File: src/hdl/mcu_pkg.sv
//----------------------------------------------------------------------
// MCU I/O package
// Widths, vector types, register map and FSM states of the I/O fabric
//----------------------------------------------------------------------
package mcu_pkg;

  localparam int CELL_W = 18;                    // CPU data cell
  typedef logic [CELL_W-1:0] cell_t;

  localparam int IOA_W = 2;                      // I/O register address
  typedef logic [IOA_W-1:0] ioa_t;

  typedef logic [7:0] byte_t;                    // UART character

  localparam int DIV_W = 16;                     // Bit period in clocks
  typedef logic [DIV_W-1:0] div_t;
  typedef logic [15:0] cyc_t;                    // Free-running counter

  localparam div_t RST_DIV = 16'd32;             // Divisor out of reset

  localparam int IRQ_N = 4;                      // Slot 0 means no request
  typedef logic [$clog2(IRQ_N)-1:0] vec_t;
  localparam vec_t IRQ_CYC = 2'd1;               // Counter wrap
  localparam vec_t IRQ_TX  = 2'd2;               // Transmitter ready again
  localparam vec_t IRQ_RX  = 2'd3;               // Byte received, top priority

  localparam ioa_t A_DATA = 2'd0;                // UART data
  localparam ioa_t A_STAT = 2'd1;                // UART status
  localparam ioa_t A_CYC  = 2'd2;                // Cycle counter
  localparam ioa_t A_DIV  = 2'd3;                // Bit divisor

  typedef enum logic [1:0] {
    TX_IDLE, TX_START, TX_DATA, TX_STOP
  } tx_state_t;

  typedef enum logic [1:0] {
    RX_IDLE, RX_START, RX_DATA, RX_STOP
  } rx_state_t;

endpackage

File: src/hdl/baud_timer.sv
//----------------------------------------------------------------------
// Baud timer
// Down-counter that ticks once per bit period after a start pulse,
// with an optional half-period first interval
//----------------------------------------------------------------------
`timescale 1ns/1ps

module baud_timer (
  input  logic          clk,
  input  logic          rst_n,
  input  logic          start_i,                 // Restart the interval
  input  logic          half_i,                  // First interval is half
  input  mcu_pkg::div_t period_i,                // Bit period in clocks
  output logic          tick_o                   // One cycle per interval
);

  mcu_pkg::div_t cnt_q;
  mcu_pkg::div_t first;                          // Length of first interval

  assign first  = half_i ? (period_i >> 1) : period_i;
  assign tick_o = (cnt_q == '0);                 // Expired this cycle

  always_ff @(posedge clk or negedge rst_n) begin
    if (!rst_n) begin
      cnt_q <= '0;
    end else if (start_i) begin
      cnt_q <= first - 1'b1;                     // Edge after start counts as 1
    end else if (tick_o) begin
      cnt_q <= period_i - 1'b1;                  // Keep ticking at full rate
    end else begin
      cnt_q <= cnt_q - 1'b1;
    end
  end

  // Shorter periods leave no room for the half-bit start check
  a_period_min: assert property (@(posedge clk) disable iff (!rst_n)
    start_i |-> (period_i >= 16'd4));

endmodule

File: src/hdl/uart_tx.sv
//----------------------------------------------------------------------
// UART transmitter
// Sends one byte as an 8N1 frame on txd, one bit per timer tick
//----------------------------------------------------------------------
`timescale 1ns/1ps

module uart_tx (
  input  logic           clk,
  input  logic           rst_n,
  input  logic           wr_i,                   // Only issued while ready
  input  mcu_pkg::byte_t byte_i,
  input  mcu_pkg::div_t  div_i,
  output logic           ready_o,
  output logic           txd_o
);

  mcu_pkg::tx_state_t state_q;
  mcu_pkg::byte_t     shift_q;                   // LSB is next data bit
  logic [2:0]         bit_q;                     // Data bit index
  logic               txd_q;
  logic               ready_q;
  logic               tick;

  assign txd_o   = txd_q;
  assign ready_o = ready_q;

  baud_timer bt_i (
    .clk      (clk),
    .rst_n    (rst_n),
    .start_i  (wr_i),                            // Start bit begins now
    .half_i   (1'b0),
    .period_i (div_i),
    .tick_o   (tick)
  );

  always_ff @(posedge clk) begin
    if (wr_i) shift_q <= byte_i;
    else if (tick && state_q == mcu_pkg::TX_DATA) shift_q <= shift_q >> 1;
  end

  always_ff @(posedge clk or negedge rst_n) begin
    if (!rst_n) begin
      state_q <= mcu_pkg::TX_IDLE;
      bit_q   <= '0;
      txd_q   <= 1'b1;                           // Line idles high
      ready_q <= 1'b1;
    end else begin
      case (state_q)
        mcu_pkg::TX_IDLE: if (wr_i) begin
          state_q <= mcu_pkg::TX_START;
          txd_q   <= 1'b0;                       // Start bit
          ready_q <= 1'b0;
          bit_q   <= '0;
        end
        mcu_pkg::TX_START: if (tick) begin
          state_q <= mcu_pkg::TX_DATA;
          txd_q   <= shift_q[0];
        end
        mcu_pkg::TX_DATA: if (tick) begin
          bit_q <= bit_q + 1'b1;
          if (bit_q == 3'd7) begin
            state_q <= mcu_pkg::TX_STOP;
            txd_q   <= 1'b1;                     // Stop bit
          end else begin
            txd_q <= shift_q[1];                 // Shift happens on same edge
          end
        end
        default: if (tick) begin                 // TX_STOP
          state_q <= mcu_pkg::TX_IDLE;
          ready_q <= 1'b1;
        end
      endcase
    end
  end

  a_idle_high: assert property (@(posedge clk) disable iff (!rst_n)
    (state_q == mcu_pkg::TX_IDLE) |-> txd_o);
  a_ready_idle: assert property (@(posedge clk) disable iff (!rst_n)
    ready_o == (state_q == mcu_pkg::TX_IDLE));

endmodule

File: src/hdl/uart_rx.sv
//----------------------------------------------------------------------
// UART receiver
// Synchronises rxd, checks the start bit at half period and samples
// 8N1 frames mid-bit into a one-byte holding register
//----------------------------------------------------------------------
`timescale 1ns/1ps

module uart_rx (
  input  logic           clk,
  input  logic           rst_n,
  input  logic           rxd_i,                  // Asynchronous line
  input  mcu_pkg::div_t  div_i,
  input  logic           pop_i,                  // CPU read of the data
  output logic           full_o,
  output logic           ovr_o,
  output mcu_pkg::byte_t byte_o
);

  mcu_pkg::rx_state_t state_q;
  mcu_pkg::byte_t     shift_q;                   // Bits arrive LSB first
  mcu_pkg::byte_t     byte_q;
  logic [2:0]         bit_q;
  logic               rxd_m, rxd_s, rxd_d;       // Two-flop sync plus history
  logic               full_q, ovr_q;
  logic               fall, start, tick, store;

  assign fall   = rxd_d & ~rxd_s;
  assign start  = fall && (state_q == mcu_pkg::RX_IDLE);
  assign store  = tick && (state_q == mcu_pkg::RX_STOP) && rxd_s;  // Good stop bit
  assign full_o = full_q;
  assign ovr_o  = ovr_q;
  assign byte_o = byte_q;

  baud_timer bt_i (
    .clk      (clk),
    .rst_n    (rst_n),
    .start_i  (start),
    .half_i   (1'b1),                            // Land in middle of start bit
    .period_i (div_i),
    .tick_o   (tick)
  );

  always_ff @(posedge clk or negedge rst_n) begin
    if (!rst_n) begin
      rxd_m <= 1'b1;
      rxd_s <= 1'b1;
      rxd_d <= 1'b1;
    end else begin
      rxd_m <= rxd_i;
      rxd_s <= rxd_m;
      rxd_d <= rxd_s;
    end
  end

  always_ff @(posedge clk) begin
    if (tick && state_q == mcu_pkg::RX_DATA) shift_q <= {rxd_s, shift_q[7:1]};
    if (store) byte_q <= shift_q;                // Newest byte always wins
  end

  always_ff @(posedge clk or negedge rst_n) begin
    if (!rst_n) begin
      state_q <= mcu_pkg::RX_IDLE;
      bit_q   <= '0;
    end else begin
      case (state_q)
        mcu_pkg::RX_IDLE: if (start) state_q <= mcu_pkg::RX_START;
        mcu_pkg::RX_START: if (tick) begin
          state_q <= rxd_s ? mcu_pkg::RX_IDLE : mcu_pkg::RX_DATA;  // Glitch rejected
          bit_q   <= '0;
        end
        mcu_pkg::RX_DATA: if (tick) begin
          bit_q <= bit_q + 1'b1;
          if (bit_q == 3'd7) state_q <= mcu_pkg::RX_STOP;
        end
        default: if (tick) state_q <= mcu_pkg::RX_IDLE;  // Low stop drops frame
      endcase
    end
  end

  always_ff @(posedge clk or negedge rst_n) begin
    if (!rst_n) begin
      full_q <= 1'b0;
      ovr_q  <= 1'b0;
    end else if (store) begin
      full_q <= 1'b1;
      ovr_q  <= full_q & ~pop_i;                 // Old byte was never read
    end else if (pop_i) begin
      full_q <= 1'b0;
      ovr_q  <= 1'b0;
    end
  end

  a_ovr_full: assert property (@(posedge clk) disable iff (!rst_n)
    ovr_o |-> full_o);

endmodule

File: src/hdl/irq_ctrl.sv
//----------------------------------------------------------------------
// Interrupt controller
// Latches event strobes, registers the highest pending vector and
// clears the named source on acknowledge
//----------------------------------------------------------------------
`timescale 1ns/1ps

module irq_ctrl (
  input  logic                      clk,
  input  logic                      rst_n,
  input  logic [mcu_pkg::IRQ_N-1:0] ev_i,        // Bit 0 has no source
  input  logic                      iack_i,
  output logic                      irq_o,
  output mcu_pkg::vec_t             ivec_o
);

  logic [mcu_pkg::IRQ_N-1:0] pend_q;
  logic [mcu_pkg::IRQ_N-1:0] ev_m;
  logic [mcu_pkg::IRQ_N-1:0] clr;
  mcu_pkg::vec_t             top;                // Winner from pending bits
  mcu_pkg::vec_t             ivec_q;

  assign ev_m   = {ev_i[mcu_pkg::IRQ_N-1:1], 1'b0};
  assign irq_o  = (ivec_q != '0);
  assign ivec_o = ivec_q;

  // Highest index wins
  always_comb begin
    top = '0;
    for (int i = 1; i < mcu_pkg::IRQ_N; i++) begin
      if (pend_q[i]) top = mcu_pkg::vec_t'(i);
    end
  end

  always_comb begin
    clr = '0;
    if (iack_i) clr[ivec_q] = 1'b1;              // Source the CPU is serving
  end

  always_ff @(posedge clk or negedge rst_n) begin
    if (!rst_n) begin
      pend_q <= '0;
      ivec_q <= '0;
    end else begin
      pend_q <= (pend_q & ~clr) | ev_m;          // Fresh event survives ack
      ivec_q <= top;                             // Lags pending by one cycle
    end
  end

  a_iack_irq: assert property (@(posedge clk) disable iff (!rst_n)
    iack_i |-> irq_o);

endmodule

File: src/hdl/io_regs.sv
//----------------------------------------------------------------------
// I/O register block
// Decodes CPU strobes, holds divisor and cycle counter, and forms
// the interrupt event strobes
//----------------------------------------------------------------------
`timescale 1ns/1ps

module io_regs (
  input  logic                      clk,
  input  logic                      rst_n,
  input  logic                      io_rd_i,
  input  logic                      io_wr_i,
  input  mcu_pkg::ioa_t             io_addr_i,
  input  mcu_pkg::cell_t            io_din_i,
  output mcu_pkg::cell_t            io_dout_o,
  input  logic                      tx_ready_i,
  input  logic                      rx_full_i,
  input  logic                      rx_ovr_i,
  input  mcu_pkg::byte_t            rx_byte_i,
  output logic                      tx_wr_o,
  output mcu_pkg::byte_t            tx_byte_o,
  output logic                      rx_pop_o,
  output mcu_pkg::div_t             div_o,
  output logic [mcu_pkg::IRQ_N-1:0] ev_o
);

  mcu_pkg::div_t             div_q;
  mcu_pkg::cyc_t             cyc_q;
  logic                      ready_d, full_d;    // Previous levels for edges
  logic [mcu_pkg::IRQ_N-1:0] ev_q;
  logic                      wr_data, wr_div;

  assign wr_data   = io_wr_i && (io_addr_i == mcu_pkg::A_DATA);
  assign wr_div    = io_wr_i && (io_addr_i == mcu_pkg::A_DIV);
  assign tx_wr_o   = wr_data && tx_ready_i;      // Busy writes are dropped
  assign tx_byte_o = io_din_i[7:0];
  assign rx_pop_o  = io_rd_i && (io_addr_i == mcu_pkg::A_DATA);
  assign div_o     = div_q;
  assign ev_o      = ev_q;

  always_ff @(posedge clk or negedge rst_n) begin
    if (!rst_n) begin
      div_q <= mcu_pkg::RST_DIV;
      cyc_q <= '0;
    end else begin
      cyc_q <= cyc_q + 1'b1;                     // Wraps at 2^16
      if (wr_div) div_q <= io_din_i[mcu_pkg::DIV_W-1:0];
    end
  end

  always_ff @(posedge clk or negedge rst_n) begin
    if (!rst_n) begin
      ready_d <= 1'b1;                           // Ready out of reset, no event
      full_d  <= 1'b0;
      ev_q    <= '0;
    end else begin
      ready_d              <= tx_ready_i;
      full_d               <= rx_full_i;
      ev_q                 <= '0;
      ev_q[mcu_pkg::IRQ_CYC] <= (cyc_q == '1);   // Counter about to wrap
      ev_q[mcu_pkg::IRQ_TX]  <= tx_ready_i & ~ready_d;
      ev_q[mcu_pkg::IRQ_RX]  <= rx_full_i & ~full_d;
    end
  end

  // Read mux, zero-extended to the cell
  always_comb begin
    case (io_addr_i)
      mcu_pkg::A_DATA: io_dout_o = mcu_pkg::cell_t'(rx_byte_i);
      mcu_pkg::A_STAT: io_dout_o = mcu_pkg::cell_t'({rx_ovr_i, rx_full_i, tx_ready_i});
      mcu_pkg::A_CYC:  io_dout_o = mcu_pkg::cell_t'(cyc_q);
      default:         io_dout_o = mcu_pkg::cell_t'(div_q);
    endcase
  end

endmodule

File: src/hdl/mcu_io.sv
//----------------------------------------------------------------------
// MCU I/O fabric top
// Register block, UART halves and interrupt controller
//----------------------------------------------------------------------
`timescale 1ns/1ps

module mcu_io (
  input  logic           clk,
  input  logic           rst_n,
  input  logic           io_rd_i,                // CPU read strobe
  input  logic           io_wr_i,                // CPU write strobe
  input  mcu_pkg::ioa_t  io_addr_i,
  input  mcu_pkg::cell_t io_din_i,
  output mcu_pkg::cell_t io_dout_o,
  input  logic           iack_i,
  output logic           irq_o,
  output mcu_pkg::vec_t  ivec_o,
  input  logic           rxd_i,                  // Async serial in
  output logic           txd_o
);

  logic                      tx_wr;
  mcu_pkg::byte_t            tx_byte;
  logic                      tx_ready;
  logic                      rx_pop;
  logic                      rx_full;
  logic                      rx_ovr;
  mcu_pkg::byte_t            rx_byte;
  mcu_pkg::div_t             div;                // Shared by both UART halves
  logic [mcu_pkg::IRQ_N-1:0] ev;

  io_regs io_regs_i (
    .clk        (clk),
    .rst_n      (rst_n),
    .io_rd_i    (io_rd_i),
    .io_wr_i    (io_wr_i),
    .io_addr_i  (io_addr_i),
    .io_din_i   (io_din_i),
    .io_dout_o  (io_dout_o),
    .tx_ready_i (tx_ready),
    .rx_full_i  (rx_full),
    .rx_ovr_i   (rx_ovr),
    .rx_byte_i  (rx_byte),
    .tx_wr_o    (tx_wr),
    .tx_byte_o  (tx_byte),
    .rx_pop_o   (rx_pop),
    .div_o      (div),
    .ev_o       (ev)
  );

  uart_tx uart_tx_i (
    .clk     (clk),
    .rst_n   (rst_n),
    .wr_i    (tx_wr),
    .byte_i  (tx_byte),
    .div_i   (div),
    .ready_o (tx_ready),
    .txd_o   (txd_o)
  );

  uart_rx uart_rx_i (
    .clk    (clk),
    .rst_n  (rst_n),
    .rxd_i  (rxd_i),
    .div_i  (div),
    .pop_i  (rx_pop),
    .full_o (rx_full),
    .ovr_o  (rx_ovr),
    .byte_o (rx_byte)
  );

  irq_ctrl irq_ctrl_i (
    .clk    (clk),
    .rst_n  (rst_n),
    .ev_i   (ev),
    .iack_i (iack_i),
    .irq_o  (irq_o),
    .ivec_o (ivec_o)
  );

endmodule

File: config.mk
export PLATFORM = sky130hd
export DESIGN_NAME = mcu_io
export DESIGN_NICKNAME = d
export VERILOG_FILES = /design/src/hdl/mcu_pkg.sv /design/src/hdl/baud_timer.sv /design/src/hdl/uart_tx.sv /design/src/hdl/uart_rx.sv /design/src/hdl/irq_ctrl.sv /design/src/hdl/io_regs.sv /design/src/hdl/mcu_io.sv
export SDC_FILE = /design/constraint.sdc
export NUM_CORES = 1
export LEC_CHECK = 0
export BUFFER_PORTS_ARGS = -buffer_cell sky130_fd_sc_hd__buf_4
export CAP_MARGIN = 0
export CORE_AREA = 5 5 129 162
export CTS_CLUSTER_SIZE = 8
export DETAILED_ROUTE_END_ITERATION = 12
export DIE_AREA = 0 0 134 167
export MAX_ROUTING_LAYER = met4
export SYNTH_ARGS = -nofsm -noshare
export SYNTH_HDL_FRONTEND = slang
export SYNTH_HIERARCHICAL = 1
export SYNTH_SLANG_ARGS = --single-unit
File: constraint.sdc
create_clock -name clk -period 5.3 [get_ports clk]
set_clock_uncertainty 0.1 [all_clocks]
set_input_delay 0.265 -clock clk [delete_from_list [all_inputs] [get_ports clk]]
set_output_delay 0.265 -clock clk [all_outputs]
set_load 0.1 [all_outputs]
==> run_results.csv, run 1 <==
group,metric,value,unit
sta,setup_tns,0,ns
pwr,power_density,403,nW/um^2
sta,slew_viol_final,0,
setup_path,start_kind,"register",
logic_synthesis,yosysWarningCount,6,
drt,ant_nets,0,
cells_and_area,num-fill-cells,1817,
cells_and_area,seqCellArea,3010,um^2
cells_and_area,area_growth,16.9,%
placed_design,placedCellCount,868,
drt,dr_total_vias,5019,
min_path,hold_class,"in -> reg",
grt,grt_first_pass_wirelength,26900,um
setup_path,critPathRequiredTime,5.54,ns
logic_synthesis,netlist_instances,619,
clocking,clock_latency,0.42,ns
pwr,vdd.ir_drop.worst,0.253,mV
clocking,numCtsBuffers,17,
sta,hold_viol_final,0,
clocking,htreeDepth,4,
setup_path,crit_arrival,3.89,ns
placed_design,hpwlAfterDp,11400,um
drt,post-route-drc-count,0,
grt,grt_pass1_vias,5112,
sta,setup_violations,0,
cells_and_area,drive_above_1_share,0.253,
sta,rsz0062_at_grt,"false",
sta,slew_headroom,0.354,
cells_and_area,final_nets,708,
cells_and_area,fin_cells,919,
setup_path,critPathMaxStageDelay,0.82,ns
setup_path,cp-end-kind,"register",
drt,post_drt_via_cell_ratio,5.46,
clocking,clock_sinks,115,
setup_path,path_cells,"and3_1 -> inv_1 -> a221oi_1 -> ha_1 -> o211ai_1 -> a31oi_1 -> nand3_2 -> nor4_1 -> xor2_1",
drt,drt-initial-drc-count,410,
floorplanning,dieArea,22400,um^2
floorplanning,die_width,134,um
setup_path,criticalPathCategory,"reg -> reg",
floorplanning,die_h,167,um
setup_path,critPathMaxFanout,25,
setup_path,critPathTopFamily,"simple AND/OR/NAND/NOR gates",
clocking,cts_setup_buffers,0,
drt,drtPass1Iterations,4,
drt,avgRoutedWirePerCell,18.0,um
floorplanning,pin_count,48,
setup_path,cp_slowest_cell,"and3_1",
clocking,cts_root_buf,"clkbuf_16",
clocking,clk_path_buf_depth,2,
floorplanning,start_util,0.363,
sta,worst_pin_slew,0.969,ns
grt,grt_overflow_total,0,
floorplanning,design.core.area,19200,um^2
sta,fmaxAchievable,0.274,GHz
run,maxCapViolations,0,
cells_and_area,multi_input_area,3600,um^2
placed_design,port_buffers,43,
floorplanning,rows,57,
pwr,leakagePower,3.30,nW
setup_path,crit_buf_inv,1,
sta,timing.final.crit_share,0.689,
clocking,tritoncts,"done",
cells_and_area,antennaDiodeCount,0,
run_status,status,"finished, final reports clean",
placed_design,routabilityCongestion,0.883,
logic_synthesis,synth_area,6960,um^2
logic_synthesis,syn_area_per_cell,11.2,um^2
sta,period_minus_slack,3.65,ns
grt,grtUsageTotal,0.156,
drt,wl,16600,um
grt,grt_max_degree,65,
clocking,clk_pin_slew,0.06,ns
grt,grt_antenna_before_repair,0,
## registers in the layout, summed over array words and instances, names as in the netlist, 2 cells and up
signal and cells:
uart_tx_i/bt_i/cnt_q 16, irq_ctrl_i/ivec_o 2, io_regs_i/ev_o 3, uart_tx_i/shift_q 8, uart_tx_i/bit_q 3, uart_rx_i/byte_o 8
uart_rx_i/state_q 2, uart_rx_i/bit_q 3, uart_tx_i/state_q 2, uart_rx_i/bt_i/cnt_q 16, uart_rx_i/shift_q 8, irq_ctrl_i/pend_q 3
io_regs_i/div_o 16, io_regs_i/cyc_q 16
## per-layer routing
metal	track usage	wire length, um
met4	0.0559	210
met5	-	0
met3	0.0374	740
met2	0.244	8320
met1	0.197	7300
## final cells by class
cell class                      count  area share
Clock buffer                       17      0.0523
Clock inverter                     15      0.0195
Inverter                           24      0.0111
Multi-Input combinational cell    444       0.443
Sequential cell                   115       0.370
Tap cell                          236      0.0363
Timing Repair Buffer               68      0.0686
## worst paths after layout
check	startpoint	end	slack [ns]	cells past startpoint
min	io_rd_i	uart_rx_i/ovr_o$_DFFE_PN0P_	0.14	4
max reg2reg	uart_tx_i/ready_o$_DFFE_PN1P_	uart_tx_i/bt_i/cnt_q[12]$_DFF_PN0_	1.65	9
min reg2reg	uart_rx_i/rxd_m$_DFF_PN1_	uart_rx_i/rxd_s$_DFF_PN1_	0.26	0
max in group asynchronous	rst_n	uart_rx_i/bt_i/cnt_q[6]$_DFF_PN0_	3.73	3
max	uart_tx_i/ready_o$_DFFE_PN1P_	uart_tx_i/bt_i/cnt_q[12]$_DFF_PN0_	1.65	9
min in group asynchronous	rst_n	irq_ctrl_i/pend_q[2]$_DFF_PN0_	0.21	2
## what timing repair did
action | CTS | global route
endpoints found under the hold margin | 45 | 0
hold buffers | 19 | 0
endpoints found under the setup margin | 0 | 0
gates resized for setup | 0 | 0
## report_power, final
part | switching [mW] | internal [mW] | total (mW)
registers | 0.229 | 1.05 | 1.27
logic | 0.531 | 0.354 | 0.885
clock network | 0.430 | 0.693 | 1.12
total | 1.19 | 2.09 | 3.28
## worst reg2reg max path: cells and delay by family, from the launching register on
kind                       cells  cell delay (ns)
adders and majority gates      1             0.26
xor gates and xnor gates       1             0.18
DFF                            1             0.60
and+or+nand+nor                3             1.33
buffers and inverters          1             0.36
AOI/OAI and AO/OA              3             0.75
## placed cells by master, fill, tap and decap left out, types with 7 or more instances in the layout
cell            n
dfrtp_1        84
buf_4          49
nor2_1         45
mux2i_1        39
a21oi_1        35
nand2_1        33
inv_1          24
edfxtp_1       24
mux2_2         21
dlygate4sd3_1  19
nand3_1        18
clkbuf_16      17
xor2_1         17
xnor2_1        15
nor2b_1        14
ha_1           12
o21ai_0        10
nor3_1         10
mux2_1         10
a211oi_1        8
a22o_1          7
nor4_2          7
dfstp_2         7
a21o_1          7
o211ai_1        7
nand2b_1        7
## per-stage QoR
| step | util | total power, mW | area, um^2 | setup slack [ns] | hold slack, ns |
|---|---|---|---|---|---|
| after floorplan | - | 1.93 | 6960 | 2.13 | -0.131 |
| after global placement | 0.384 | 2.13 | 7360 | 1.46 | 0.106 |
| after detailed placement | 0.384 | 2.15 | 7360 | 1.29 | 0.111 |
| after CTS | 0.424 | 3.31 | 8140 | 1.65 | 0.117 |
| after global routing | 0.424 | 3.44 | 8140 | 1.40 | 0.153 |
| final | 0.424 | 3.28 | 8140 | 1.65 | 0.137 |
Power figures use the tool's default switching activity.
==> run 2: changes to the inputs <==
- clock period: 5.3 -> 3.7 ns (I/O delays scaled with it)
==> run 2 against run 1 <==
Compared with the run above: setup slack got worse by 1.2 ns; clock power increased by 46%; count of clock-buffer cells in the layout increased by 10; largest cell class unchanged; routed wire length decreased by 0.68%; critical endpoint is now uart_rx_i/bt_i/cnt_q[12]$_DFF_PN0_.
==> run_results.csv, run 2 (synthesized netlist as in run 1, its figures left out) <==
group,metric,value,unit
cells_and_area,num-fill-cells,1748,
drt,post_drt_via_cell_ratio,5.44,
grt,grt_pass1_vias,5242,
clocking,tritoncts,"done",
placed_design,hpwlAfterDp,11700,um
setup_path,path_cells,"nor4b_4 -> inv_1 -> a221oi_1 -> ha_1 -> o211ai_1 -> a31oi_1 -> nand3_2 -> nor4_1 -> xor2_1",
setup_path,crit_arrival,3.44,ns
min_path,hold_class,"in -> reg",
pwr,power_density,579,nW/um^2
min_path,whs_path_depth,4,
drt,drt-initial-drc-count,286,
grt,grt_max_degree,60,
sta,setup_violations,0,
setup_path,r2r-end,"uart_rx_i/bt_i/cnt_q[12]$_DFF_PN0_",
sta,setup_slack,0.492,ns
drt,ant_nets,0,
grt,grt_antenna_before_repair,0,
sta,slew_viol_final,0,
sta,timing.final.crit_share,0.867,
clocking,clock_latency,0.41,ns
cells_and_area,final_nets,713,
run_status,status,"finished, final reports clean",
pwr,vdd.ir_drop.worst,0.286,mV
clocking,numCtsBuffers,17,
drt,avgRoutedWirePerCell,17.8,um
placed_design,routabilityCongestion,0.870,
clocking,clock_sinks,115,
drt,drtPass1Iterations,4,
floorplanning,design.core.area,19200,um^2
setup_path,crit_start,"uart_rx_i/state_q[1]$_DFFE_PN0P_",
cells_and_area,final_cell_mix,"dfrtp_1 (84), buf_4 (53), nor2_1 (45), mux2i_1 (39), a21oi_1 (35)",
clocking,clk_path_buf_depth,2,
sta,hold_viol_final,0,
sta,fmaxAchievable,0.312,GHz
min_path,min_to,"uart_rx_i/ovr_o$_DFFE_PN0P_",
clocking,ctsHoldBuffers,19,
drt,post-route-drc-count,0,
grt,grt_first_pass_wirelength,27300,um
sta,rsz0062_at_grt,"false",
sta,period_minus_slack,3.21,ns
run,maxCapViolations,0,
floorplanning,rows,57,
setup_path,crit_buf_inv,1,
setup_path,cp_slowest_cell,"dfrtp_1",
setup_path,r2r_cells,9,
setup_path,start_kind,"register",
drt,dr_total_vias,5026,
setup_path,critPathRequiredTime,3.93,ns
sta,slew_headroom,0.488,
clocking,cts_setup_buffers,0,
sta,worst_pin_slew,0.768,ns
cells_and_area,final_common_cell,"dfrtp_1",
pwr,leakagePower,3.34,nW
cells_and_area,drive_above_1_share,0.249,
setup_path,criticalPathCategory,"reg -> reg",
setup_path,critPathTopFamily,"simple AND/OR/NAND/NOR gates",
grt,grt_overflow_total,0,
floorplanning,start_util,0.363,
clocking,cts_resized,0,
placed_design,place_ws,0.495,ns
floorplanning,dieArea,22400,um^2
clocking,htreeDepth,4,
clocking,cts_root_buf,"clkbuf_16",
floorplanning,pin_count,48,
floorplanning,die_width,134,um
floorplanning,die_h,167,um
min_path,min_from,"io_rd_i",
cells_and_area,area_growth,17.7,%
cells_and_area,final_util,0.427,
setup_path,critPathMaxFanout,13,
setup_path,cp-end-kind,"register",
clocking,clk_pin_slew,0.05,ns
placed_design,port_buffers,43,
cells_and_area,antennaDiodeCount,0,
setup_path,timing.rr.start,"uart_rx_i/state_q[1]$_DFFE_PN0P_",
sta,setup_tns,0,ns
placed_design,placedCellCount,873,
drt,wl,16500,um
setup_path,reg2reg_slack,0.49,ns
setup_path,critPathMaxStageDelay,0.55,ns
cells_and_area,fin_cells,924,
grt,grtUsageTotal,0.158,
[run 2: worst max-delay path by stage]
| stage | to | cells past startpoint |
|---|---|---|
| after detailed placement | uart_tx_i/bt_i/cnt_q[10]$_DFF_PN0_ | 14 |
| final | uart_rx_i/bt_i/cnt_q[12]$_DFF_PN0_ | 9 |
| after global placement | uart_rx_i/bt_i/cnt_q[12]$_DFF_PN0_ | 9 |
| after CTS | uart_rx_i/bt_i/cnt_q[12]$_DFF_PN0_ | 9 |
| after floorplan | uart_tx_i/bt_i/cnt_q[10]$_DFF_PN0_ | 15 |
| after global routing | uart_rx_i/bt_i/cnt_q[12]$_DFF_PN0_ | 9 |
[run 2: tightest hold or removal path, stage by stage]
cell and delay, ns:
buf_4 0.08, and2_1 0.12, nand2b_1 0.10, mux2i_1 0.07
[run 2: cell type report]
| cell class | instances | area [um^2] | share of cell area |
|---|---|---|---|
| Multi-Input combinational cell | 444 | 3600 | 0.440 |
| Sequential cell | 115 | 3010 | 0.367 |
| Timing Repair Buffer | 73 | 608 | 0.0743 |
| Clock buffer | 27 | 483 | 0.0590 |
| Tap cell | 236 | 295 | 0.0361 |
| Clock inverter | 5 | 103 | 0.0125 |
| Inverter | 24 | 90.1 | 0.0110 |
[run 2: routing by layer]
layer,routed length [um],track usage,vias to the layer above
met4,352,0.0725,0
li1,-,-,2371
met5,0,-,-
met1,7380,0.194,2501
met3,682,0.0365,30
met2,8050,0.248,124
[run 2: per-stage QoR]
stage                     hold WS (ns)  instance area, um^2  total power [mW]
after floorplan                 -0.211                 6960              2.76
after global placement           0.194                 7410              3.06
after detailed placement         0.195                 7410              3.10
after CTS                       0.0621                 8190              4.77
after global routing            0.0735                 8190              4.98
final                           0.0727                 8190              4.74
[run 2: where the power goes]
part / switching (mW) / leakage (nW) / total (mW) / internal (mW)
Clock: 0.545 / 0.280 / 1.64 / 1.09
Combinational: 0.772 / 1.74 / 1.29 / 0.513
Sequential: 0.322 / 1.32 / 1.82 / 1.50
